--- src/verilog/loader_pkg.sv ---
package loader_pkg;

  // uart timing, kept short for simulation
  localparam int CLKS_PER_BIT = 8;
  localparam int CYC_CNT_W    = $clog2(CLKS_PER_BIT);
  localparam logic [CYC_CNT_W-1:0] CYC_MID  = CYC_CNT_W'(CLKS_PER_BIT / 2 - 1);
  localparam logic [CYC_CNT_W-1:0] CYC_LAST = CYC_CNT_W'(CLKS_PER_BIT - 1);

  // program memory
  localparam int ADDR_WIDTH = 11;                 // byte address
  localparam int RAM_DEPTH  = 2 ** (ADDR_WIDTH - 1);
  localparam logic [ADDR_WIDTH-1:0] LOAD_BASE = ADDR_WIDTH'('h200);
  localparam logic [15:0] END_WORD = 16'hffff;   // end of program marker

  // led matrix scan
  localparam int SCAN_PERIOD = 64;
  localparam int GAP_ON      = 4;
  localparam int GAP_OFF     = 8;
  localparam int ROW_COUNT   = 4;
  localparam int SCAN_CNT_W  = $clog2(SCAN_PERIOD);
  localparam int ROW_W       = $clog2(ROW_COUNT);
  localparam logic [SCAN_CNT_W-1:0] SCAN_LAST = SCAN_CNT_W'(SCAN_PERIOD - 1);
  localparam logic [SCAN_CNT_W-1:0] LIT_FIRST = SCAN_CNT_W'(GAP_ON);
  localparam logic [SCAN_CNT_W-1:0] LIT_END   = SCAN_CNT_W'(SCAN_PERIOD - GAP_OFF);

  typedef struct packed {
    logic       valid;  // one cycle per received frame
    logic [7:0] data;
  } rx_byte_s;

  // memory sees a word, the display sees two bytes
  typedef union packed {
    logic [15:0] word;
    struct packed {
      logic [7:0] hi;
      logic [7:0] lo;
    } bytes;
  } ram_word_u;

  typedef struct packed {
    logic                  we;
    logic [ADDR_WIDTH-1:0] addr;
    ram_word_u             data;
  } wr_req_s;

  typedef struct packed {
    logic                  load_done;
    logic [ADDR_WIDTH-1:0] addr;        // next byte address to be written
    logic [7:0]            word_count;
  } load_status_s;

endpackage

--- src/verilog/word_loader.sv ---
`timescale 1ns/1ns

module word_loader (
  input  logic                     sys_clk,
  input  logic                     rst_n,
  input  loader_pkg::rx_byte_s     rx_byte,
  output loader_pkg::wr_req_s      wr_req,
  output loader_pkg::load_status_s status
);
  import loader_pkg::*;

  logic                  phase;     // 0 while the high byte is expected
  ram_word_u             word_q;    // last two bytes, high byte first
  logic                  we_q;
  logic [ADDR_WIDTH-1:0] addr_q;
  logic [7:0]            count_q;
  logic                  done_q;
  logic                  end_hit;

  // word being written is the end marker
  assign end_hit = (word_q.word == END_WORD);

  always_ff @(posedge sys_clk, negedge rst_n) begin
    if (!rst_n) begin
      phase <= 1'b0;
    end else if (rx_byte.valid) begin
      phase <= ~phase;
    end
  end

  always_ff @(posedge sys_clk) begin
    if (rx_byte.valid) word_q.word <= {word_q.bytes.lo, rx_byte.data};
  end

  // one write per byte pair, a cycle after the low byte
  always_ff @(posedge sys_clk, negedge rst_n) begin
    if (!rst_n) begin
      we_q <= 1'b0;
    end else begin
      we_q <= rx_byte.valid & phase;
    end
  end

  always_ff @(posedge sys_clk, negedge rst_n) begin
    if (!rst_n) begin
      addr_q <= LOAD_BASE;
    end else if (we_q) begin
      addr_q <= end_hit ? LOAD_BASE : addr_q + ADDR_WIDTH'(2);
    end
  end

  // load_done stays up until the next ordinary word
  always_ff @(posedge sys_clk, negedge rst_n) begin
    if (!rst_n) begin
      done_q <= 1'b0;
    end else if (we_q) begin
      done_q <= end_hit;
    end
  end

  always_ff @(posedge sys_clk, negedge rst_n) begin
    if (!rst_n) begin
      count_q <= '0;
    end else if (we_q) begin
      count_q <= end_hit ? 8'd0 : count_q + 8'd1;  // cleared as load_done rises
    end
  end

  assign wr_req.we   = we_q;
  assign wr_req.addr = addr_q;
  assign wr_req.data = word_q;

  assign status.load_done  = done_q;
  assign status.addr       = addr_q;
  assign status.word_count = count_q;

endmodule
--- config.mk ---
export PLATFORM = sky130hd
export DESIGN_NAME = word_loader
export DESIGN_NICKNAME = d
export VERILOG_FILES = /design/src/verilog/loader_pkg.sv /design/src/verilog/word_loader.sv
export SDC_FILE = /design/constraint.sdc
export NUM_CORES = 1
export LEC_CHECK = 0
export BUFFER_PORTS_ARGS = -buffer_cell sky130_fd_sc_hd__buf_2
export CORE_ASPECT_RATIO = 1.1
export CORE_MARGIN = 2
export CORE_UTILIZATION = 52
export CTS_CLUSTER_SIZE = 16
export DETAILED_ROUTE_END_ITERATION = 16
export HOLD_SLACK_MARGIN = 0.15
export PLACE_DENSITY_LB_ADDON = 0.2
export SLEW_MARGIN = 20
export SYNTH_ARGS = -nofsm -noshare
export SYNTH_HDL_FRONTEND = slang
export SYNTH_SLANG_ARGS = --single-unit
--- constraint.sdc ---
create_clock -name sys_clk -period 3.71 [get_ports sys_clk]
set_clock_uncertainty 0.1 [all_clocks]
set_input_delay 0.5565 -clock sys_clk [delete_from_list [all_inputs] [get_ports sys_clk]]
set_output_delay 0.5565 -clock sys_clk [all_outputs]
set_load 0.01 [all_outputs]
Word level (Yosys, flattened, before mapping)
Index checks and enable logic that the tools add are counted.
- flip-flop bits (word level): 38
- memories kept: 0
- output and inout port bits: 48
- logic and storage cells: 13
- latch bits: 0
- input bits: 11
- bits in read-only memories: 0
- RAM bits: 0
- reductions and logical operators: 0
- $mul: 0
- shift-type cells: 0
- order comparisons: 0
- eq/ne operators: 1
- add/subtract/negate cells: 2
- muxes and demuxes: 2
- bitwise logic cells: 2
- divide/modulo/power cells: 0
- operators with widths (kind ; count):
    equality test 16 bit, second input constant ; 1
    adder 11 x 2 -> 11 bit, second input constant ; 1
    2-to-1 mux 11 bit ; 1
    adder 8 x 1 -> 8 bit, second input constant ; 1
    2-to-1 mux 8 bit ; 1
    bitwise AND 1 bit ; 1
    inverter 1 bit ; 1

Logic depth before layout (Yosys ltp)
- word-level depth: 2
- depth in mapped cells: 5
- depth with buffers taken out: 4

Worst setup path after synthesis
Ideal clock, no wire load.
- path kind: flip-flop to flip-flop
- from: register addr_q[1]
- to: register addr_q[9]
- slack: 2161 ps
- data required time: 3528 ps
- library setup time: 82 ps
- stages on the path, launching flop included: 5
- arrival time: 1368 ps
- buffers on the path: 0
- path through: dfrtp_1 ha_1 nand4_1 o31a_1 a211o_1
- longest elaborated chain between the ends: 2
- RTL lines (element ; line ; text):
    start: declaration ; word_loader.sv:15 ; logic [ADDR_WIDTH-1:0] addr_q;
    start signal: assignment ; word_loader.sv:48 ; addr_q <= end_hit ? LOAD_BASE : addr_q + ADDR_WIDTH'(2);
    adder 11 x 2 -> 11 bit ; word_loader.sv:48 ;
    2-to-1 mux 11 bit ; word_loader.sv:48 ;
No other way between the ends.
A chain may end at the register's enable or synchronous reset.

Final worst setup path
- from: register we_q
- to: output port wr_req[27] (netlist name)
- RTL lines (element ; line ; text):
    start: declaration ; word_loader.sv:14 ; logic we_q;
    start signal: assignment ; word_loader.sv:40 ; we_q <= rx_byte.valid & phase;
    end: declaration ; word_loader.sv:7 ; output loader_pkg::wr_req_s wr_req,
No word-level cell between the ends.

==> flow_metrics.tcl <==
set metrics [dict create \
    groute.usage.overall_pct 17.3 \
    port_buffers 56 \
    r2r_slack_ns 1.63 \
    clockRootBuffer "clkbuf_4" \
    syn_area_per_cell_um2 12.8 \
    place_worst_setup_slack_ns 1.66 \
    cp.required_ns 3.05 \
    fmax_mhz 451 \
    p_leak_uw 0.000915 \
    p_switching_uw 377 \
    cts.clk_slew.worst_paths_ns 0.12 \
    path_buf_inv 1 \
    dr.pass1.iters 4 \
    slew_headroom_pct 35.7 \
    fillers 247 \
    synth_edf_count 16 \
    io_pins 59 \
    synthesis.area_um2 1650 \
    post_cts_resized 0 \
    fin_tns_setup_ns 0 \
    synth_top_area_share_pct 30.3 \
    reg2reg_to "count_q[7]" \
    tightest_slew_ns 0.957 \
    antenna_found_initial 0 \
    drt_drc_violations_left 0 \
    synth-warning-count 0 \
    ys_async_sr_fraction_pct 56.8 \
    synth_top_cell_by_area "dfrtp_1" \
    synth_area_leaders "dfrtp_1 30%, edfxtp_1 29%, buf_4 6.4%, xor2_1 3.2%, nand4_1 3.0%" \
    pwr-share-clk_pct 24.3 \
    grt_max_degree 29 \
    fin_total_pwr_uw 1140 \
    first_global_vias 1081 \
    ant_nets 0 \
    worstReg2RegStart "we_q" \
    area.growth.synth_to_final_pct 17.2 \
    hold_class "input pin to flip-flop" \
    drtIter0Drc 39 \
    cp_slowest_cell "dfrtp_1" \
    startpoint_type "flip-flop" \
    finalHoldViolCount 0 \
    yosysSeqAreaShare_pct 60.9 \
    die_h_um 63.2 \
    worstHoldStart "rx_byte[7]" \
    vias_per_cell 5.53 \
    seqPwrFrac_pct 53.4 \
    path_cells "buf_2" \
    worstSetupEndpointType "output pin" \
    outcome "finished clean" \
    cts_sinks 37 \
    initial_core_util_pct 54.3 \
    layout-drive-gt1-share_pct 39.5 \
    cp_top_family "flip-flops" \
    max_stage_delay_ns 0.95 \
    rsz0062_at_grt "false" \
    place_congestion 0.782 \
    final_util_pct 63.6 \
    crit_type "flip-flop to output pin" \
    rows 21 \
    die_area_um2 3650 \
    path_max_fanout 28 \
    yosysUniqueCellTypes 33 \
    vias 1167 \
    power_frac_comb_pct 22.3 \
    hpwl_um 2100 \
    gr-total-overflow 0 \
    power.density_nw_per_um2 589 \
    slew_violations 0 \
    timing.final.ws_setup_ns 1.49 \
    min_period_ns 2.22 \
    peakVddDrop_mv 0.411 \
    dieWidth_um 57.8 \
    min_to "word_q[7]" \
    finalNetCount 189 \
    post_drt_wl_per_cell_um 13.8 \
    hold_depth 1 \
    p_sw_share_pct 33.1 \
    clk_path_buf_depth 2 \
    synth-seq-cells 37 \
    core_area_um2 3050 \
    post_cts_buffers 0 \
    hold_buffers 1 \
    ys.flop_type "dfrtp_1" \
    synthCells 129 \
    min_period_over_period_pct 59.7 \
    intPower_uw 763 \
    wl_um 2920 \
    holdWs_ns 0.289 \
    clk_latency_ns 0.33 \
    grt_pass1_wl_um 4870 \
    cap_violations 0 \
    critPathArrivalTime_ns 1.56 \
    final-setup-viol-count 0 \
    antenna_cells 0 \
    cts-htree-levels 2 \
    ff2ff_path_depth 3 \
    synth_most_common_cell "dfrtp_1" \
    cts_buffers 5 \
    ys_top_cells_by_count "20 x dfrtp_1, 16 x edfxtp_1, 14 x buf_4, 10 x nand2_1, 8 x nand4_1" \
    cts_tree "done" \
]
[layer usage]
layer,GRT usage [%],wire length [um]
met2,27.7,1500
met1,22.2,1250
met3,4.52,132
met4,6.98,25
met5,0,0
[registers in the layout (all words and copies together) (netlist names)]
signal   flops
word_q      16
count_q      8
done_q       1
phase        1
addr_q      10
we_q         1
[power by group through the flow]
stage                     Combinational (uW)  Sequential (uW)  Clock [uW]
final                                    254              610         277
after global placement                   255              616           0
after detailed placement                 258              620           0
after CTS                                259              611         285
after floorplan                          178              615           0
after global routing                     286              627         305
[logic make-up after synthesis]
logic type      Yosys count  share of synthesized area [%]
xor+xnor                  7                           3.71
buf+inv                  21                           8.93
mux                       1                          0.681
flops                    37                           60.9
simple gates             34                           13.5
other cells               1                          0.227
compound gates           26                           10.6
fa+ha+maj                 2                           1.51
[cells in the final DEF (no fill, tap or decap), types with 4 or more instances in the layout]
cell type and n:
nand2_1 10, edfxtp_1 16, xor2_1 6, a21oi_1 6, clkbuf_4 5, a22oi_1 6, dfrtp_1 20, o21ai_0 6
or3_1 4, buf_2 56, nand4_1 8
[worst max path at each step]
| stage | start | endpoint | slack, ns | depth (start not counted) |
|---|---|---|---|---|
| 2_1_floorplan | addr_q[1] | addr_q[9] | 2.16 | 4 |
| 3_5_place_dp | we_q | count_q[7] | 1.66 | 3 |
| 5_1_grt | we_q | wr_req[27] | 1.38 | 1 |
| 4_1_cts | we_q | wr_req[27] | 1.49 | 1 |
| 6_report | we_q | wr_req[27] | 1.49 | 1 |
| 3_3_place_gp | we_q | count_q[7] | 1.75 | 3 |
[per-stage QoR]
stage               std cells  cell area, um^2
floorplan                 130             1660
global placement          202             1840
detailed placement        202             1840
CTS                       211             1940
global route              211             1940
finish                    211             1940
[cell type report]
class | count | area [um^2] | share of cell area [%]
clock buffers | 5 | 37.5 | 1.94
clock inverters | 3 | 46.3 | 2.39
inverters | 3 | 11.3 | 0.581
repair buffers | 57 | 290 | 15.0
flip-flops and latches | 37 | 1010 | 52.0
well taps | 34 | 42.5 | 2.19
multi-input cells | 72 | 503 | 26.0
No activity file was read; power rests on OpenSTA's default activity.
