--- config.mk ---
export PLATFORM = sky130hd
export DESIGN_NAME = led_matrix_scan
export DESIGN_NICKNAME = d
export VERILOG_FILES = /design/src/verilog/loader_pkg.sv /design/src/verilog/led_matrix_scan.sv
export SDC_FILE = /design/constraint.sdc
export NUM_CORES = 1
export LEC_CHECK = 0
export BUFFER_PORTS_ARGS = -buffer_cell sky130_fd_sc_hd__buf_2
export CORE_MARGIN = 4
export CORE_UTILIZATION = 45
export DETAILED_ROUTE_END_ITERATION = 8
export PLACE_DENSITY = 0.87
export RECOVER_POWER = 25
export SYNTH_ARGS = -nofsm -noshare
export SYNTH_HDL_FRONTEND = slang
export SYNTH_SLANG_ARGS = --single-unit
export TNS_END_PERCENT = 100
--- constraint.sdc ---
create_clock -name sys_clk -period 1.84 [get_ports sys_clk]
set_clock_uncertainty 0.2 [all_clocks]
set_input_delay 0.184 -clock sys_clk [delete_from_list [all_inputs] [get_ports sys_clk]]
set_output_delay 0.184 -clock sys_clk [all_outputs]
set_load 0.01 [all_outputs]
--- src/verilog/loader_pkg.sv ---
package loader_pkg;

  // uart timing, kept short for simulation
  localparam int CLKS_PER_BIT = 8;
  localparam int CYC_CNT_W    = $clog2(CLKS_PER_BIT);
  localparam logic [CYC_CNT_W-1:0] CYC_MID  = CYC_CNT_W'(CLKS_PER_BIT / 2 - 1);
  localparam logic [CYC_CNT_W-1:0] CYC_LAST = CYC_CNT_W'(CLKS_PER_BIT - 1);

  // program memory
  localparam int ADDR_WIDTH = 11;                 // byte address
  localparam int RAM_DEPTH  = 2 ** (ADDR_WIDTH - 1);
  localparam logic [ADDR_WIDTH-1:0] LOAD_BASE = ADDR_WIDTH'('h200);
  localparam logic [15:0] END_WORD = 16'hffff;   // end of program marker

  // led matrix scan
  localparam int SCAN_PERIOD = 64;
  localparam int GAP_ON      = 4;
  localparam int GAP_OFF     = 8;
  localparam int ROW_COUNT   = 4;
  localparam int SCAN_CNT_W  = $clog2(SCAN_PERIOD);
  localparam int ROW_W       = $clog2(ROW_COUNT);
  localparam logic [SCAN_CNT_W-1:0] SCAN_LAST = SCAN_CNT_W'(SCAN_PERIOD - 1);
  localparam logic [SCAN_CNT_W-1:0] LIT_FIRST = SCAN_CNT_W'(GAP_ON);
  localparam logic [SCAN_CNT_W-1:0] LIT_END   = SCAN_CNT_W'(SCAN_PERIOD - GAP_OFF);

  typedef struct packed {
    logic       valid;  // one cycle per received frame
    logic [7:0] data;
  } rx_byte_s;

  // memory sees a word, the display sees two bytes
  typedef union packed {
    logic [15:0] word;
    struct packed {
      logic [7:0] hi;
      logic [7:0] lo;
    } bytes;
  } ram_word_u;

  typedef struct packed {
    logic                  we;
    logic [ADDR_WIDTH-1:0] addr;
    ram_word_u             data;
  } wr_req_s;

  typedef struct packed {
    logic                  load_done;
    logic [ADDR_WIDTH-1:0] addr;        // next byte address to be written
    logic [7:0]            word_count;
  } load_status_s;

endpackage

--- src/verilog/led_matrix_scan.sv ---
`timescale 1ns/1ns

module led_matrix_scan (
  input  logic                             sys_clk,
  input  logic                             rst_n,
  input  loader_pkg::wr_req_s              wr_req,
  input  loader_pkg::load_status_s         status,
  output logic [7:0]                       led_col,
  output logic [loader_pkg::ROW_COUNT-1:0] led_row
);
  import loader_pkg::*;

  ram_word_u             last_word;
  logic [SCAN_CNT_W-1:0] scan_cnt;
  logic [ROW_W-1:0]      row_idx;
  logic                  lit;

  // seven-segment code, segments in 7..1 and n[4] on the dot
  function automatic logic [7:0] encode_7seg(input logic [4:0] n);
    logic [6:0] seg;
    case (n[3:0])
      4'h0: seg = 7'b1111110;
      4'h1: seg = 7'b0110000;
      4'h2: seg = 7'b1101101;
      4'h3: seg = 7'b1111001;
      4'h4: seg = 7'b0110011;
      4'h5: seg = 7'b1011011;
      4'h6: seg = 7'b1011111;
      4'h7: seg = 7'b1110010;
      4'h8: seg = 7'b1111111;
      4'h9: seg = 7'b1111011;
      4'ha: seg = 7'b1110111;
      4'hb: seg = 7'b0011111;
      4'hc: seg = 7'b1001110;
      4'hd: seg = 7'b0111101;
      4'he: seg = 7'b1001111;
      default: seg = 7'b1000111;  // f
    endcase
    return {seg, n[4]};
  endfunction

  always_ff @(posedge sys_clk) begin
    if (wr_req.we) last_word <= wr_req.data;
  end

  // one row period per counter lap
  always_ff @(posedge sys_clk, negedge rst_n) begin
    if (!rst_n) begin
      scan_cnt <= '0;
      row_idx  <= '0;
    end else if (scan_cnt == SCAN_LAST) begin
      scan_cnt <= '0;
      if (row_idx == ROW_W'(ROW_COUNT - 1)) begin
        row_idx <= '0;
      end else begin
        row_idx <= row_idx + 1'b1;
      end
    end else begin
      scan_cnt <= scan_cnt + 1'b1;
    end
  end

  // dark at both ends of the period so rows do not ghost
  assign lit     = (scan_cnt >= LIT_FIRST) && (scan_cnt < LIT_END);
  assign led_row = lit ? (ROW_COUNT'(1) << row_idx) : '0;

  always_comb begin
    case (row_idx)
      2'd0:    led_col = last_word.bytes.hi;
      2'd1:    led_col = last_word.bytes.lo;
      2'd2:    led_col = encode_7seg(status.addr[4:0]);
      default: led_col = status.word_count;  // words loaded so far
    endcase
  end

endmodule

; ---- Word level (Yosys, flattened, before mapping)
; Memories as Yosys holds them, arrays and structs flattened.
; Index checks and enable logic that the tools add are counted.
[totals]
n_memories = 1
rom_bits = 112
output_inout_bits = 12
regBits = 24
[memory_table]
columns = memory, depth, width, read_ports, rd_clocked_by_memory_dff, wr, line
row1 = (no name shown), 16, 7, 1, 0, 0, led_matrix_scan.sv:21  ; case (n[3:0])
[op_classes]
muxes = 4
reduce_logical = 2
eq_ne = 4
n_lt_le_gt_ge = 2
n_addsub = 2
shift = 1
[ops]
columns = operator, n
row1 = $pmux W8 S3, 1
row2 = $add A6 B1 Y6 const B, 1
row3 = $eq A6 B6 Y1 const B, 1
row4 = $ge A6 B3 Y1 const B, 1
row5 = $lt A6 B6 Y1 const B, 1
row6 = $mux W6, 1
row7 = $eq A2 B2 Y1 const B, 2
row8 = $mux W4, 1
row9 = $shl A1 B2 Y4 const A, 1
row10 = $add A2 B1 Y2 const B, 1
row11 = $eq A2 B1 Y1 const B, 1
row12 = $logic_not A2 Y1, 1
row13 = $mux W2, 1
row14 = $logic_and A1 B1 Y1, 1

; ---- Logic depth before layout (Yosys ltp)
[logic_depth]
word_depth = 3
ltp_mapped = 6
ltp_nobuf = 5

; ---- Worst setup path before layout
; Ideal clock, no wire load.
[synth_path]
kind = reg2out
from = reg row_idx[0]
to = out led_col[7]
path_buffers = 1
arrival_ns = 1.366
t_required_ns = 1.456
path_slack_ns = 0.090
path_stages_with_launch = 7
cell_sequence = dfrtp_1 -> inv_1 -> ha_1 -> buf_2 -> nand2_1 -> a211o_1 -> a32oi_1
[synth_via]
elab_chain_len = 2
[synth_rtl]
columns = element, line
row1 = from (decl), led_matrix_scan.sv:15  ; logic [ROW_W-1:0] row_idx;
row2 = from (signal assigned), led_matrix_scan.sv:56  ; row_idx <= row_idx + 1'b1;
row3 = $eq A2 B2 Y1 (tied with other cells), led_matrix_scan.sv:68  ; case (row_idx)
row4 = $pmux W8 S3 (*), led_matrix_scan.sv:68
row5 = to (decl), led_matrix_scan.sv:8  ; output logic [7:0] led_col,
; Mark *: on every way between the ends. The rest lies on a longest branch, timed or not.

; ---- Worst setup path after layout
[layout_path]
from = reg row_idx[1]
to = out led_col[0]
; Same word-level chain as after synthesis.

==> metrics.cfg <==
[status]
status=finished with violations
violations=negative setup slack

[place]
dp.cells=198
place_area_mm2=0.001659
dp_hpwl_mm=2.314
portBuffers=43
gp_routability_congestion=0.8380

[power_and_ir_drop]
comb_power_share_pct=15.6
ir_worst_vdd_mv=0.4467
p_seq_share_pct=61.0
p_per_area_mw_per_mm2=497.2
p_sw_share_pct=23.35
leakage_nw=0.8708
internal_power_mw=0.7805
p_switching_mw=0.2378
clockPowerShare_pct=23.4

[global_routing]
grt_max_degree=18
grt_pass1_wl_mm=5.471
grtUsageTotal_pct=17.26
antenna_found_initial=0
overflow=0
first_global_vias=1222

[clock_tree]
cts_root_buf=clkbuf_4
worstSkewPairLatency_ps=320
h-tree-depth=1
cts_buffers=3
tritoncts=built
clk_pin_slew_ps=130
clock_path_buffers=2
cts.sinks=24

[finish]
syn_to_final_growth_pct=48.55
final_common_cell=buf_2
layout-drive-gt1-share_pct=42.56
nets=257
n_antenna_cell=0
design_area_mm2=0.002048
final_cells=226
final_cell_mix=40 x buf_2, 17 x dlygate4sd3_1, 16 x edfxtp_1

[setup_path]
cp.arrival_ps=1780
worstSetupPathType=reg2out
critPathCapture=led_col[0]
r2r-start=scan_cnt[0]
critPathLaunchType=flop
rr_endpoint=row_idx[0]
rrSetupSlack_ps=180
startpoint=row_idx[1]
worst-path-max-fanout=4
worstPathRequired_ps=1460
crit_path_end_kind=output port
r2r_cells=4

[floorplan]
die_w_um=63.36
dieArea_mm2=0.004014
ioPinCount=62
die_y_um=63.36
num_rows=19
start_util_pct=48.33
fp.coreArea_mm2=0.002853

[timing]
grt_setup_unrepaired=yes
hold_viol_final=0
relSlewSlack_pct=41.42
min_period_ps=2163
finalSetupViolCount=12
worstMarginPinSlew_ps=878.7
finalCritPeriodShare_pct=117.5
fmax_mhz=462.4
slew_violations=0
setup_slack_ps=-322.7

[detailed_routing]
vias=1233
vias_per_cell=5.456
ant_nets=0
wl_per_cell_um=16.18
drc=0
first_pass_iters=4
drt-initial-drc-count=68
wl_mm=3.656

[synth]
avgSynthCellArea_um2=11.30
ys_types=39
yosysWarnings=0
synth-seq-area-share_pct=49.36
synth_seq_cells=24
synthesis.nets=183
syn_area_mm2=0.001379
synthCells=122

[flow_run]
drv_cap=0

[worst_hold_path]
hp-class=in2async

==> state kept, by name, indices dropped and copies added (netlist names) <==
| signal | flops |
|---|---|
| row_idx | 2 |
| last_word | 16 |
| scan_cnt | 6 |
==> routing by layer <==
layer  vias up  GRT usage (%)  routed length (um)
met5         -              0                   0
met4         0          5.930                  31
met3         4          2.131                 163
met2        42          31.81                1911
met1       591          20.45                1549
li1        596              -                   -
==> per-stage QoR <==
stage          TNS (ps)  util, %  worst slack, ps  hold WS (ps)  total power [mW]
2_1_floorplan         0        -            90.41        -311.6            0.6821
3_3_place_gp     -3.099    58.16           -3.099        -172.9            0.7428
3_5_place_dp     -179.6    58.16           -116.1        -165.8            0.7504
4_1_cts           -1994    68.90           -311.0         25.03             1.007
5_1_grt           -3162    71.80           -384.3         139.9             1.061
6_report          -2360    71.80           -322.7         94.69             1.018
==> worst min path at each step <==
stage                        endpoint  start  slack, ps
after floorplan            row_idx[0]  rst_n       -310
after global placement    scan_cnt[4]  rst_n       -170
after detailed placement  scan_cnt[1]  rst_n       -170
after CTS                 scan_cnt[0]  rst_n         30
after global routing      scan_cnt[0]  rst_n        140
final                     scan_cnt[0]  rst_n         90
==> what timing repair did <==
action,CTS,global route
pin swaps,6,12
hold buffers,17,0
hold endpoints to repair,24,0
resized for setup,17,11
buffers inserted,5,2
endpoints found under the setup margin,12,12
==> cells by family (layout without fill, tap and decap cells) <==
family	count (synthesis)	after routing	share of synthesized area [%]
AOI/OAI and AO/OA	27	27	15.79
xor gates and xnor gates	3	3	1.906
adders and majority gates	11	11	9.982
buffers and inverters	17	90	5.717
DFF	24	24	49.36
muxes	4	4	3.176
and+or+nand+nor	36	36	14.07
==> layout make-up <==
type,count,area (um^2)
fill,200,804.5
multi-input combinational,81,743.2
sequential,24,683.2
timing repair buffer,76,516.7
inverter,10,40.04
tap,31,38.79
clock buffer,4,26.28
==> power groups by stage <==
stage          Clock (mW)  Sequential, mW  Combinational, mW
6_report            0.238           0.622              0.159
2_1_floorplan           0           0.626             0.0566
3_3_place_gp            0           0.626              0.117
4_1_cts             0.237           0.618              0.152
5_1_grt             0.262           0.625              0.175
3_5_place_dp            0           0.628              0.122
==> critical path, cell delays in order, from the launching register on <==
cell and delay [ps]:
dfrtp_2 470, buf_6 130, ha_4 160, buf_6 110, a222oi_1 310, mux2i_1 110, buf_2 150
==> synth_stat cells, drive strengths merged <==
cell	instances	share of area, %
a211o	1	0.64
a21boi	1	0.54
a21o	1	0.54
a21oi	5	2.1
a221o	2	1.5
a221oi	5	3.2
a222oi	1	0.73
a2bb2oi	1	1.1
a31oi	1	0.45
a32oi	2	1.3
and2	4	1.8
buf	5	2.4
clkbuf	2	0.54
dfrtp	8	15
edfxtp	16	35
ha	11	10
inv	10	2.7
mux2	3	2.4
mux2i	1	0.73
nand2	6	1.6
nand2b	6	2.7
nand3	8	2.9
nand3b	1	0.54
nor2	4	1.3
nor2b	6	2.7
nor4	1	0.45
o21ai	2	0.73
o221ai	1	0.64
o311ai	2	1.3
o31ai	1	0.54
o41ai	1	0.64
xnor2	1	0.64
xor2	2	1.3
Note: power is estimated with default switching activity, not from simulation.
