==> src/verilog/loader_pkg.sv <==
package loader_pkg;

  // uart timing, kept short for simulation
  localparam int CLKS_PER_BIT = 8;
  localparam int CYC_CNT_W    = $clog2(CLKS_PER_BIT);
  localparam logic [CYC_CNT_W-1:0] CYC_MID  = CYC_CNT_W'(CLKS_PER_BIT / 2 - 1);
  localparam logic [CYC_CNT_W-1:0] CYC_LAST = CYC_CNT_W'(CLKS_PER_BIT - 1);

  // program memory
  localparam int ADDR_WIDTH = 11;                 // byte address
  localparam int RAM_DEPTH  = 2 ** (ADDR_WIDTH - 1);
  localparam logic [ADDR_WIDTH-1:0] LOAD_BASE = ADDR_WIDTH'('h200);
  localparam logic [15:0] END_WORD = 16'hffff;   // end of program marker

  // led matrix scan
  localparam int SCAN_PERIOD = 64;
  localparam int GAP_ON      = 4;
  localparam int GAP_OFF     = 8;
  localparam int ROW_COUNT   = 4;
  localparam int SCAN_CNT_W  = $clog2(SCAN_PERIOD);
  localparam int ROW_W       = $clog2(ROW_COUNT);
  localparam logic [SCAN_CNT_W-1:0] SCAN_LAST = SCAN_CNT_W'(SCAN_PERIOD - 1);
  localparam logic [SCAN_CNT_W-1:0] LIT_FIRST = SCAN_CNT_W'(GAP_ON);
  localparam logic [SCAN_CNT_W-1:0] LIT_END   = SCAN_CNT_W'(SCAN_PERIOD - GAP_OFF);

  typedef struct packed {
    logic       valid;  // one cycle per received frame
    logic [7:0] data;
  } rx_byte_s;

  // memory sees a word, the display sees two bytes
  typedef union packed {
    logic [15:0] word;
    struct packed {
      logic [7:0] hi;
      logic [7:0] lo;
    } bytes;
  } ram_word_u;

  typedef struct packed {
    logic                  we;
    logic [ADDR_WIDTH-1:0] addr;
    ram_word_u             data;
  } wr_req_s;

  typedef struct packed {
    logic                  load_done;
    logic [ADDR_WIDTH-1:0] addr;        // next byte address to be written
    logic [7:0]            word_count;
  } load_status_s;

endpackage

==> src/verilog/uart_rx.sv <==
`timescale 1ns/1ns

module uart_rx (
  input  logic                 sys_clk,
  input  logic                 rst_n,
  input  logic                 rxd,
  output loader_pkg::rx_byte_s rx_byte
);
  import loader_pkg::*;

  typedef enum logic [1:0] {ST_IDLE, ST_START, ST_DATA, ST_STOP} rx_state_e;

  rx_state_e            state;
  logic                 rxd_meta;
  logic                 rxd_sync;
  logic                 rxd_prev;   // for start edge detect
  logic [CYC_CNT_W-1:0] cyc_cnt;
  logic [2:0]           bit_cnt;
  logic [7:0]           shift_q;
  logic                 valid_q;

  // line idles high
  always_ff @(posedge sys_clk, negedge rst_n) begin
    if (!rst_n) begin
      rxd_meta <= 1'b1;
      rxd_sync <= 1'b1;
      rxd_prev <= 1'b1;
    end else begin
      rxd_meta <= rxd;
      rxd_sync <= rxd_meta;
      rxd_prev <= rxd_sync;
    end
  end

  always_ff @(posedge sys_clk, negedge rst_n) begin
    if (!rst_n) begin
      state   <= ST_IDLE;
      cyc_cnt <= '0;
      bit_cnt <= '0;
      valid_q <= 1'b0;
    end else begin
      valid_q <= 1'b0;
      case (state)
        ST_IDLE: begin
          cyc_cnt <= '0;
          bit_cnt <= '0;
          if (rxd_prev && !rxd_sync) state <= ST_START;  // falling edge
        end
        ST_START: begin
          if (cyc_cnt == CYC_MID) begin
            cyc_cnt <= '0;
            state   <= rxd_sync ? ST_IDLE : ST_DATA;     // high at mid-bit is a glitch
          end else begin
            cyc_cnt <= cyc_cnt + 1'b1;
          end
        end
        ST_DATA: begin
          if (cyc_cnt == CYC_LAST) begin
            cyc_cnt <= '0;
            bit_cnt <= bit_cnt + 1'b1;
            if (bit_cnt == 3'd7) state <= ST_STOP;
          end else begin
            cyc_cnt <= cyc_cnt + 1'b1;
          end
        end
        ST_STOP: begin
          if (cyc_cnt == CYC_LAST) begin
            valid_q <= rxd_sync;  // framing error drops the byte
            state   <= ST_IDLE;
          end else begin
            cyc_cnt <= cyc_cnt + 1'b1;
          end
        end
        default: state <= ST_IDLE;
      endcase
    end
  end

  // lsb arrives first
  always_ff @(posedge sys_clk) begin
    if (state == ST_DATA && cyc_cnt == CYC_LAST) shift_q <= {rxd_sync, shift_q[7:1]};
  end

  assign rx_byte.valid = valid_q;
  assign rx_byte.data  = shift_q;

endmodule

==> config.mk <==
export PLATFORM = sky130hd
export DESIGN_NAME = uart_rx
export DESIGN_NICKNAME = d
export VERILOG_FILES = /design/src/verilog/loader_pkg.sv /design/src/verilog/uart_rx.sv
export SDC_FILE = /design/constraint.sdc
export NUM_CORES = 1
export LEC_CHECK = 0
export ABC_AREA = 1
export BUFFER_PORTS_ARGS = -buffer_cell sky130_fd_sc_hd__buf_2
export CORE_ASPECT_RATIO = 0.9
export CORE_MARGIN = 2
export CORE_UTILIZATION = 49
export DETAILED_ROUTE_END_ITERATION = 10
export HOLD_SLACK_MARGIN = 0.05
export PLACE_DENSITY = 0.76
export SLEW_MARGIN = 25
export SYNTH_ARGS = -nofsm -noshare
export SYNTH_HDL_FRONTEND = slang
export SYNTH_SLANG_ARGS = --single-unit
==> constraint.sdc <==
create_clock -name sys_clk -period 1.3 [get_ports sys_clk]
set_input_delay 0.39 -clock sys_clk [delete_from_list [all_inputs] [get_ports sys_clk]]
set_output_delay 0.39 -clock sys_clk [all_outputs]
set_load 0.02 [all_outputs]
## Word-level counts from Yosys, hierarchy flattened

Cells that the tools add are included.

| operators by class | value |
|---|---|
| add/subtract/negate cells | 2 |
| multiply operators | 0 |
| div/mod/pow operators | 0 |
| order comparisons | 0 |
| equal/unequal tests | 12 |
| shifts and indexed selects | 0 |
| muxes and demuxes | 15 |
| bitwise logic cells | 0 |
| reduce and logical (&&, ||, !) cells | 7 |

Operator list:

| kind | number |
|---|---|
| 2-to-1 mux 2 bit | 6 |
| 2-to-1 mux 3 bit | 4 |
| inequality test 2 bit, second input constant | 6 |
| one-hot mux 3 bit (4 select lines) | 1 |
| one-hot mux 2 bit (4 select lines) | 1 |
| adder 3 x 1 -> 3 bit, second input constant | 2 |
| equality test 3 bit, second input constant | 2 |
| one-hot mux 3 bit (2 select lines) | 1 |
| AND reduction 5 bit | 1 |
| equality test 2 bit, second input constant | 2 |
| equality test 3 x 2 -> 1 bit, second input constant | 1 |
| equality test 2 x 1 -> 1 bit, second input constant | 1 |
| logical AND 1 bit | 2 |
| zero test 2 bit | 1 |
| 2-to-1 mux 1 bit | 2 |
| AND reduction 2 bit | 1 |
| nonzero test 2 bit | 1 |
| zero test 1 bit | 1 |

| storage, ports and cells | value |
|---|---|
| bits in registers | 20 |
| latch bits | 0 |
| memory bits (writable) | 0 |
| ROM bits | 0 |
| bits of input ports | 3 |
| output and inout bits | 9 |
| word-level logic and storage cells | 44 |
| memories kept | 0 |

## Depth between registers and ports, before layout

Gate-level depths: netlist of the first run.

| logic depth | value |
|---|---|
| word-level depth | 4 |
| depth in mapped cells | 9 |
| mapped depth without buffers | 9 |

## Least setup slack after synthesis of the first run

No wires, ideal clock.

| timing | value |
|---|---|
| path kind | flip-flop to flip-flop |
| from | register cyc_cnt[0] |
| to | register shift_q[0], enable pin |
| library setup time | 0.261 ns |
| arrival time | 1.053 ns |
| data required time | 1.039 ns |
| path slack | -0.014 ns |
| cell stages (with the launch flop) | 4 |
| path buffers | 0 |
| clock period less this slack | 1.314 ns |
| cells stage by stage | dfrtp_1 ha_1 ha_1 and3_2 |

| between the ends | value |
|---|---|
| word-level cells in the longest chain between the ends | 2 |

Ends and longest elaborated chain:

| element | RTL line | text |
|---|---|---|
| start: declaration | uart_rx.sv:17 | `logic [CYC_CNT_W-1:0] cyc_cnt;` |
| start signal: assignment | uart_rx.sv:54 | `cyc_cnt <= cyc_cnt + 1'b1;` |
| start signal: assignment | uart_rx.sv:63 | `cyc_cnt <= cyc_cnt + 1'b1;` |
| start signal: assignment | uart_rx.sv:71 | `cyc_cnt <= cyc_cnt + 1'b1;` |
| equality test 3 bit | uart_rx.sv:81 | `if (state == ST_DATA && cyc_cnt == CYC_LAST) shift_q <= {rxd_sync, shift_q[7:1]};` |
| logical AND 1 bit | uart_rx.sv:81 |  |
| end signal: assignment | uart_rx.sv:81 |  |
| end: declaration | uart_rx.sv:19 | `logic [7:0] shift_q;` |

No other way between the ends.
A chain may end at the register's enable or synchronous reset.

## Worst setup path in the final report of the first run

| timing | value |
|---|---|
| from | register cyc_cnt[0] |
| to | register cyc_cnt[0] |

| between the ends | value |
|---|---|
| word-level cells in the longest chain between the ends | 3 |
| elaborated cells between the ends (all ways) | 8 |

Ends and longest elaborated chain:

| element | RTL line | text |
|---|---|---|
| adder 3 x 1 -> 3 bit, or another cell as far along | uart_rx.sv:54, uart_rx.sv:63, uart_rx.sv:71 |  |
| 2-to-1 mux 3 bit (on tied branches) | uart_rx.sv:67, uart_rx.sv:50, uart_rx.sv:58 |  |
| one-hot mux 3 bit (4 select lines) | uart_rx.sv:43 | `case (state)` |

Several ways; a longest one is shown, not always the timed one. The select of a mux whose other input is x is not followed.

==> results of run 1 <==
## registers in the layout (all words and copies together), names as in the netlist, named ones only
signal and flops:
shift_q 8, rxd_prev 1, rxd_meta 1, rxd_sync 1, cyc_cnt 3, state 1
valid_q 1, bit_cnt 3
## synthesized netlist by cell type
master    count  area share [%]
nand3b_1      2             1.6
nor3_1        1            0.53
o21ai_0       3             1.6
dfrtp_1       9              24
a31oi_1       1            0.67
nand2_4       1             1.2
nor2_1        3             1.2
nand2_2       1            0.67
and3_2        1            0.80
nand2_1      19             7.6
nor2_4        2             2.4
dfstp_2       3             8.4
inv_6         1            0.93
buf_6         2             2.4
nand3_1      10             5.3
ha_1          7             9.3
edfxtp_1      8              26
inv_2         1            0.40
buf_4         1            0.80
inv_1        11             4.4
## cell usage in the layout, fill, tap and decap left out
| master | Yosys | final |
|---|---|---|
| nand2_1 | 19 | 18 |
| nand3_1 | 10 | 6 |
| ha_4 | 0 | 2 |
| nor2_1 | 3 | 3 |
| and3_4 | 0 | 1 |
| edfxtp_1 | 8 | 8 |
| buf_2 | 0 | 11 |
| a31oi_1 | 1 | 1 |
| ha_1 | 7 | 4 |
| inv_1 | 11 | 9 |
| o21ai_1 | 0 | 2 |
| nand2_2 | 1 | 2 |
| nand2_4 | 1 | 1 |
| nand3_2 | 0 | 4 |
| inv_6 | 1 | 1 |
| dlygate4sd3_1 | 0 | 1 |
| nand3b_1 | 2 | 2 |
| o21ai_0 | 3 | 1 |
| dfstp_2 | 3 | 3 |
| clkbuf_4 | 0 | 3 |
| inv_2 | 1 | 3 |
| ha_2 | 0 | 1 |
| dfrtp_1 | 9 | 9 |
| nor3_1 | 1 | 1 |
| clkinv_1 | 0 | 1 |
| buf_4 | 1 | 8 |
| nor2_4 | 2 | 2 |
## where the power goes
| part | internal [mW] | switching, mW |
|---|---|---|
| clock | 0.112 | 0.178 |
| sequential | 0.716 | 0.107 |
| combinational | 0.257 | 0.368 |
## metrics by stage
| step | worst slack (ns) | instances | instance area, µm² |
|---|---|---|---|
| after global placement | -0.04055 | 122 | 1021 |
| after floorplan | 0.03242 | 87 | 943.4 |
| final | -0.04158 | 132 | 1142 |
| after global routing | -0.1107 | 132 | 1142 |
| after CTS | -0.05252 | 128 | 1092 |
| after detailed placement | -0.1112 | 122 | 1021 |
## layout make-up
cell class	instances	area, µm²	share of cell area (%)
Clock inverter	1	3.754	0.3286
Inverter	13	53.80	4.710
Clock buffer	3	22.52	1.972
Sequential cell	20	544.3	47.64
Multi-Input combinational cell	51	362.8	31.76
Timing Repair Buffer	20	125.1	10.95
Tap cell	24	30.03	2.629
## kinds of logic (layout without fill, tap and decap cells)
group	after synthesis	in the layout	share of synthesized area, %
adders and majority gates	7	7	9.345
DFF	20	20	58.08
and+or+nand+nor	40	40	21.36
AOI/OAI and AO/OA	4	4	2.270
buffers and inverters	16	37	8.945
## how the worst max path moves through the flow
stage / to / from / cells past startpoint
2_1_floorplan: flip-flop / cyc_cnt[0] / 9
3_3_place_gp: flip-flop / cyc_cnt[1] / 9
3_5_place_dp: flip-flop / cyc_cnt[0] / 9
4_1_cts: cyc_cnt[0] / cyc_cnt[0] / 8
5_1_grt: flip-flop / cyc_cnt[0] / 9
6_report: cyc_cnt[0] / cyc_cnt[0] / 8
## metal layers
metal | share of wire (%) | wire (µm)
met4 | 1.5 | 23
met3 | 5.9 | 92
met2 | 50 | 785
met1 | 42 | 659
met5 | 0 | 0
## critical path: cells and delay by family (launching register included)
kind / cells / cell delay, ns
AND/OR/NAND/NOR: 5 / 0.44
flip-flops: 1 / 0.43
adder cells (fa/ha/maj): 2 / 0.36
buffers and inverters: 1 / 0.06
## what timing repair did
item | 4_1_cts | 5_1_grt
setup buffers | 1 | 4
resized for setup | 5 | 8
endpoints found under the hold margin | 9 | 0
hold buffers | 1 | 0
pin swaps | 3 | 4
setup endpoints to repair | 12 | 18
==> out/results.tsv, run 1 <==
stage	metric	value	unit
worst_setup_path	critical path cell sequence	ha_4 -> ha_2 -> nand3b_1 -> nand2_1 -> inv_2 -> nand2_2 -> nand3b_1 -> nand2_1	
detailed_routing	final WL	1560	µm
run_status	failing checks	setup timing	
timing	Max Clock Freq	745.4	MHz
clocking	CTS H-tree lvls	1	
timing	period utilization	103.2	%
synth	sequential area share after synthesis	58.08	%
floorplanning	IO Pins	12	
placed_design	port bufs	11	
timing	Fin Hold WS	0.1822	ns
grt	met3 Use GR	6.250	%
grt	Overflow after GRT	0	
synth	Yosys cell types	20	
min_path	Hold Crit Start	rxd	
pwr	leakage dissipation	0.5325	nW
timing	min cycle time layout	1.342	ns
synth	Net Count, Synth	97	
detailed_routing	Via density	4.970	
floorplanning	# rows	14	
layout	fin util	65.87	%
clocking	Worst-path clk slew	0.10	ns
worst_setup_path	Reg-to-Reg End	cyc_cnt[0]	
worst_setup_path	worst r2r src	cyc_cnt[0]	
grt	met1 layer usage reported by global route	17.35	%
layout	layout cells sized above 1	38.89	%
detailed_routing	via count	656	
grt	GRT Max-Usage Layer	met2	
detailed_routing	antenna viol nets, final	0	
pwr	worst vdd ir	1202	µV
layout	Nets	119	
clocking	Bufs on Longest Clock Path	2	
grt	initial antenna violation count	0	
worst_setup_path	Setup crit end kind	flip-flop	
clocking	CTS tree	yes	
worst_setup_path	highest cell delay on the worst timing path	0.43	ns
clocking	clock root buffer	clkbuf_4	
timing	Final setup viols	12	
synth	Avg Synthesized Cell Area	10.77	µm²
floorplanning	DIE AREA	2279	µm²
worst_setup_path	crit start category	flip-flop	
worst_setup_path	register-to-register setup slack	-0.04	ns
timing	Final WS setup	-0.04158	ns
pwr	Power Density	1521	nW/µm²
pwr	overall power	1.737	mW
timing	Worst Max-Slew Pin Slew	0.3805	ns
timing	Fin. Hold Viols	0	
worst_setup_path	CP Data Required Time	1.55	ns
grt	vias in the first global route	622	
job	Max Cap Viol	0	
synth	post-synthesis instance area	937.1	µm²
timing	Setup TNS Final	-0.4496	ns
detailed_routing	detailed-route DRC error count	0	
grt	first-pass GRT wire length	2559	µm
clocking	CTS Buf Count	3	
synth	Mapped Cells	87	
timing	Slew HR	74.63	%
timing	RSZ-0062 raised after global routing	yes	
layout	ANT cells	0	
worst_setup_path	WP data arrival	1.59	ns
synth	FF+latch count, synth	20	
layout	Area Overhead vs Synth	21.90	%
worst_setup_path	kind of critical path	flip-flop to flip-flop	
grt	GRT Total Usage	15.80	%
synth	Yosys warning count	0	
worst_setup_path	crit-path max FO	5	
detailed_routing	Initial DRC Count	12	
clocking	CTS sink cnt	20	
floorplanning	Initial Util	54.04	%
grt	GR met2 Demand/Resource	27.89	%
placed_design	DP HPWL	1120	µm
floorplanning	height of the die	45.49	µm
clocking	clk_lat worst skew	0.30	ns
placed_design	RePlAce Congestion	0.7801	
timing	max-slew violations	0	
floorplanning	Core Box Area	1734	µm²
detailed_routing	DRT Pass-1 Iters	4	
run_status	status	complete, but fails checks	
worst_setup_path	CP max-delay cell	dfrtp_1	
grt	largest net degree at the start of global routing	13	
layout	fill count	134	
min_path	Hold WC Path Type	input pin to flip-flop	
min_path	hold endpoint	rxd_meta	
min_path	Hold Path Depth	1	
timing	Setup Skew	0.002769	ns
floorplanning	chip width	50.10	µm
worst_setup_path	Worst Reg-to-Reg Cells	8	
detailed_routing	Wirelength per Cell	11.82	µm
Power figures use the tool's default switching activity.
==> run 2, diff against run 1 <==
--- a/config.mk
+++ b/config.mk
@@ -13,6 +13,7 @@
 export DETAILED_ROUTE_END_ITERATION = 10
 export HOLD_SLACK_MARGIN = 0.05
 export PLACE_DENSITY = 0.76
+export RECOVER_POWER = 50
 export SLEW_MARGIN = 25
 export SYNTH_ARGS = -nofsm -noshare
 export SYNTH_HDL_FRONTEND = slang
==> out/results.tsv, run 2 (synthesis gave the netlist of run 1 again) <==
stage	metric	value	unit	change
run_status	failing checks	setup timing		
floorplanning	Core Box Area	1734	µm²	unchanged
floorplanning	DIE AREA	2279	µm²	unchanged
detailed_routing	Via density	4.970		unchanged
clocking	CTS tree	yes		
floorplanning	height of the die	45.49	µm	unchanged
timing	Worst Max-Slew Pin Slew	0.6724	ns	+0.2918 ns
layout	Largest register FFs	8		unchanged
worst_setup_path	register-to-register setup slack	-0.04	ns	about the same
job	Max Cap Viol	0		unchanged
floorplanning	Initial Util	54.04	%	unchanged
timing	Slew HR	55.18	%	-19 points
clocking	clk_lat worst skew	0.30	ns	about the same
timing	Setup TNS Final	-0.4496	ns	unchanged
worst_setup_path	Setup crit end kind	flip-flop		
timing	Setup Skew	0.002769	ns	unchanged
timing	RSZ-0062 raised after global routing	yes		
worst_setup_path	WP data arrival	1.59	ns	about the same
layout	post-route insts no fill	132		unchanged
placed_design	placed cell count	122		unchanged
grt	vias in the first global route	622		unchanged
pwr	Power Density	1522	nW/µm²	about the same
timing	Fin. Hold Viols	0		unchanged
detailed_routing	detailed-route DRC error count	0		unchanged
worst_setup_path	crit start category	flip-flop		
layout	Area Overhead vs Synth	21.76	%	
timing	Fin Hold WS	0.1822	ns	unchanged
pwr	leakage dissipation	0.5296	nW	-0.56%
clocking	CTS sink cnt	20		unchanged
timing	period utilization	103.2	%	unchanged
detailed_routing	antenna viol nets, final	0		unchanged
worst_setup_path	CP Data Required Time	1.55	ns	about the same
layout	fin util	65.80	%	-0.072 points
worst_setup_path	kind of critical path	flip-flop to flip-flop		
grt	Overflow after GRT	0		unchanged
clocking	CTS Buf Count	3		unchanged
grt	initial antenna violation count	0		unchanged
floorplanning	# rows	14		unchanged
clocking	clock root buffer	clkbuf_4		
detailed_routing	final WL	1559	µm	about the same
clocking	Worst-path clk slew	0.10	ns	about the same
clocking	CTS H-tree lvls	1		unchanged
placed_design	port bufs	11		unchanged
timing	Max Clock Freq	745.4	MHz	unchanged
grt	largest net degree at the start of global routing	13		unchanged
detailed_routing	via count	656		unchanged
placed_design	RePlAce Congestion	0.7801		unchanged
detailed_routing	DRT Pass-1 Iters	4		unchanged
layout	Most flops, register	shift_q		
layout	most common cell after layout, fill and taps aside	nand2_1		
layout	commonest cells after routing, fill and taps aside	nand2_1 (18), buf_2 (10), inv_1 (9), dfrtp_1 (9), edfxtp_1 (8)		
timing	min cycle time layout	1.342	ns	unchanged
floorplanning	chip width	50.10	µm	unchanged
layout	fill count	134		unchanged
timing	Final setup viols	12		unchanged
placed_design	DP HPWL	1120	µm	unchanged
layout	ANT cells	0		unchanged
run_status	status	complete, but fails checks		
timing	Final WS setup	-0.04158	ns	unchanged
min_path	Hold WC Path Type	input pin to flip-flop		
layout	Nets	119		unchanged
detailed_routing	Initial DRC Count	11		-1
floorplanning	IO Pins	12		unchanged
worst_setup_path	crit-path max FO	5		unchanged
layout	layout cells sized above 1	37.96	%	-0.93 points
grt	first-pass GRT wire length	2559	µm	unchanged
grt	GRT Total Usage	15.80	%	unchanged
clocking	Bufs on Longest Clock Path	2		unchanged
timing	max-slew violations	0		unchanged
pwr	worst vdd ir	1202	µV	about the same
detailed_routing	Wirelength per Cell	11.81	µm	about the same
layout	Top Registers	shift_q (8), bit_cnt (3), cyc_cnt (3)		
[run 2: changes by cell type in the layout (fill, tap and decap cells not counted)]
cell and change:
clkbuf_1 +1, clkbuf_4 +1, buf_2 -1, buf_4 -1
[run 2: worst max-delay path: stages, from the launching register on]
cell      delay (ns)
dfrtp_1         0.43
ha_4            0.20
ha_2            0.16
nand3b_1        0.15
nand2_1         0.10
inv_2           0.06
nand2_2         0.06
nand3b_1        0.07
nand2_1         0.06
[run 2: power breakdown]
part           switching [mW]  leakage, nW  internal [mW]
registers               0.107        0.225          0.716
clock network           0.178       0.0154          0.112
logic                   0.368        0.289          0.256
[run 2: layout make-up]
cell class | instances | area [µm²] | area share, %
clock buffer | 3 | 22.52 | 1.974
clock inverter | 1 | 3.754 | 0.3289
inverter | 13 | 53.80 | 4.715
multi-input combinational | 51 | 362.8 | 31.80
sequential | 20 | 544.3 | 47.70
tap | 24 | 30.03 | 2.632
timing repair buffer | 20 | 123.9 | 10.86
[run 2: per-stage QoR]
step | worst slack (ns) | area (µm²) | power [mW]
detailed placement | -0.1112 | 1021 | 1.365
global placement | -0.04055 | 1021 | 1.339
floorplan | 0.03242 | 943.4 | 1.287
finish | -0.04158 | 1141 | 1.737
global route | -0.1107 | 1141 | 1.854
CTS | -0.05252 | 1092 | 1.699
[run 2: worst paths after layout]
| path | start | end | cells past startpoint |
|---|---|---|---|
| worst min-delay path | rxd | rxd_meta | 1 |
| worst max-delay path | cyc_cnt[0] | cyc_cnt[0] | 8 |
| min in group asynchronous | rst_n | cyc_cnt[2] | 2 |
| worst min register to register | rxd_meta | rxd_sync | 0 |
| max in group asynchronous | rst_n | asynchronous set/reset pin | 2 |
| worst max register to register | cyc_cnt[0] | cyc_cnt[0] | 8 |
[run 2: metal layers]
layer	routed length (µm)	part of all wire, %	up-vias	GRT usage [%]
met5	0	0	-	0
met4	23	1.5	0	6.111
met3	92	5.9	4	6.250
met2	785	50	16	27.89
met1	658	42	317	17.35
li1	-	-	319	-
[run 2: what timing repair did]
action,in CTS,in global routing
hold buffers,1,0
setup buffers,1,4
gates cloned,0,0
hold endpoints to repair,9,0
endpoints found under the setup margin,12,18
pin swaps,3,4
resized for setup,5,8
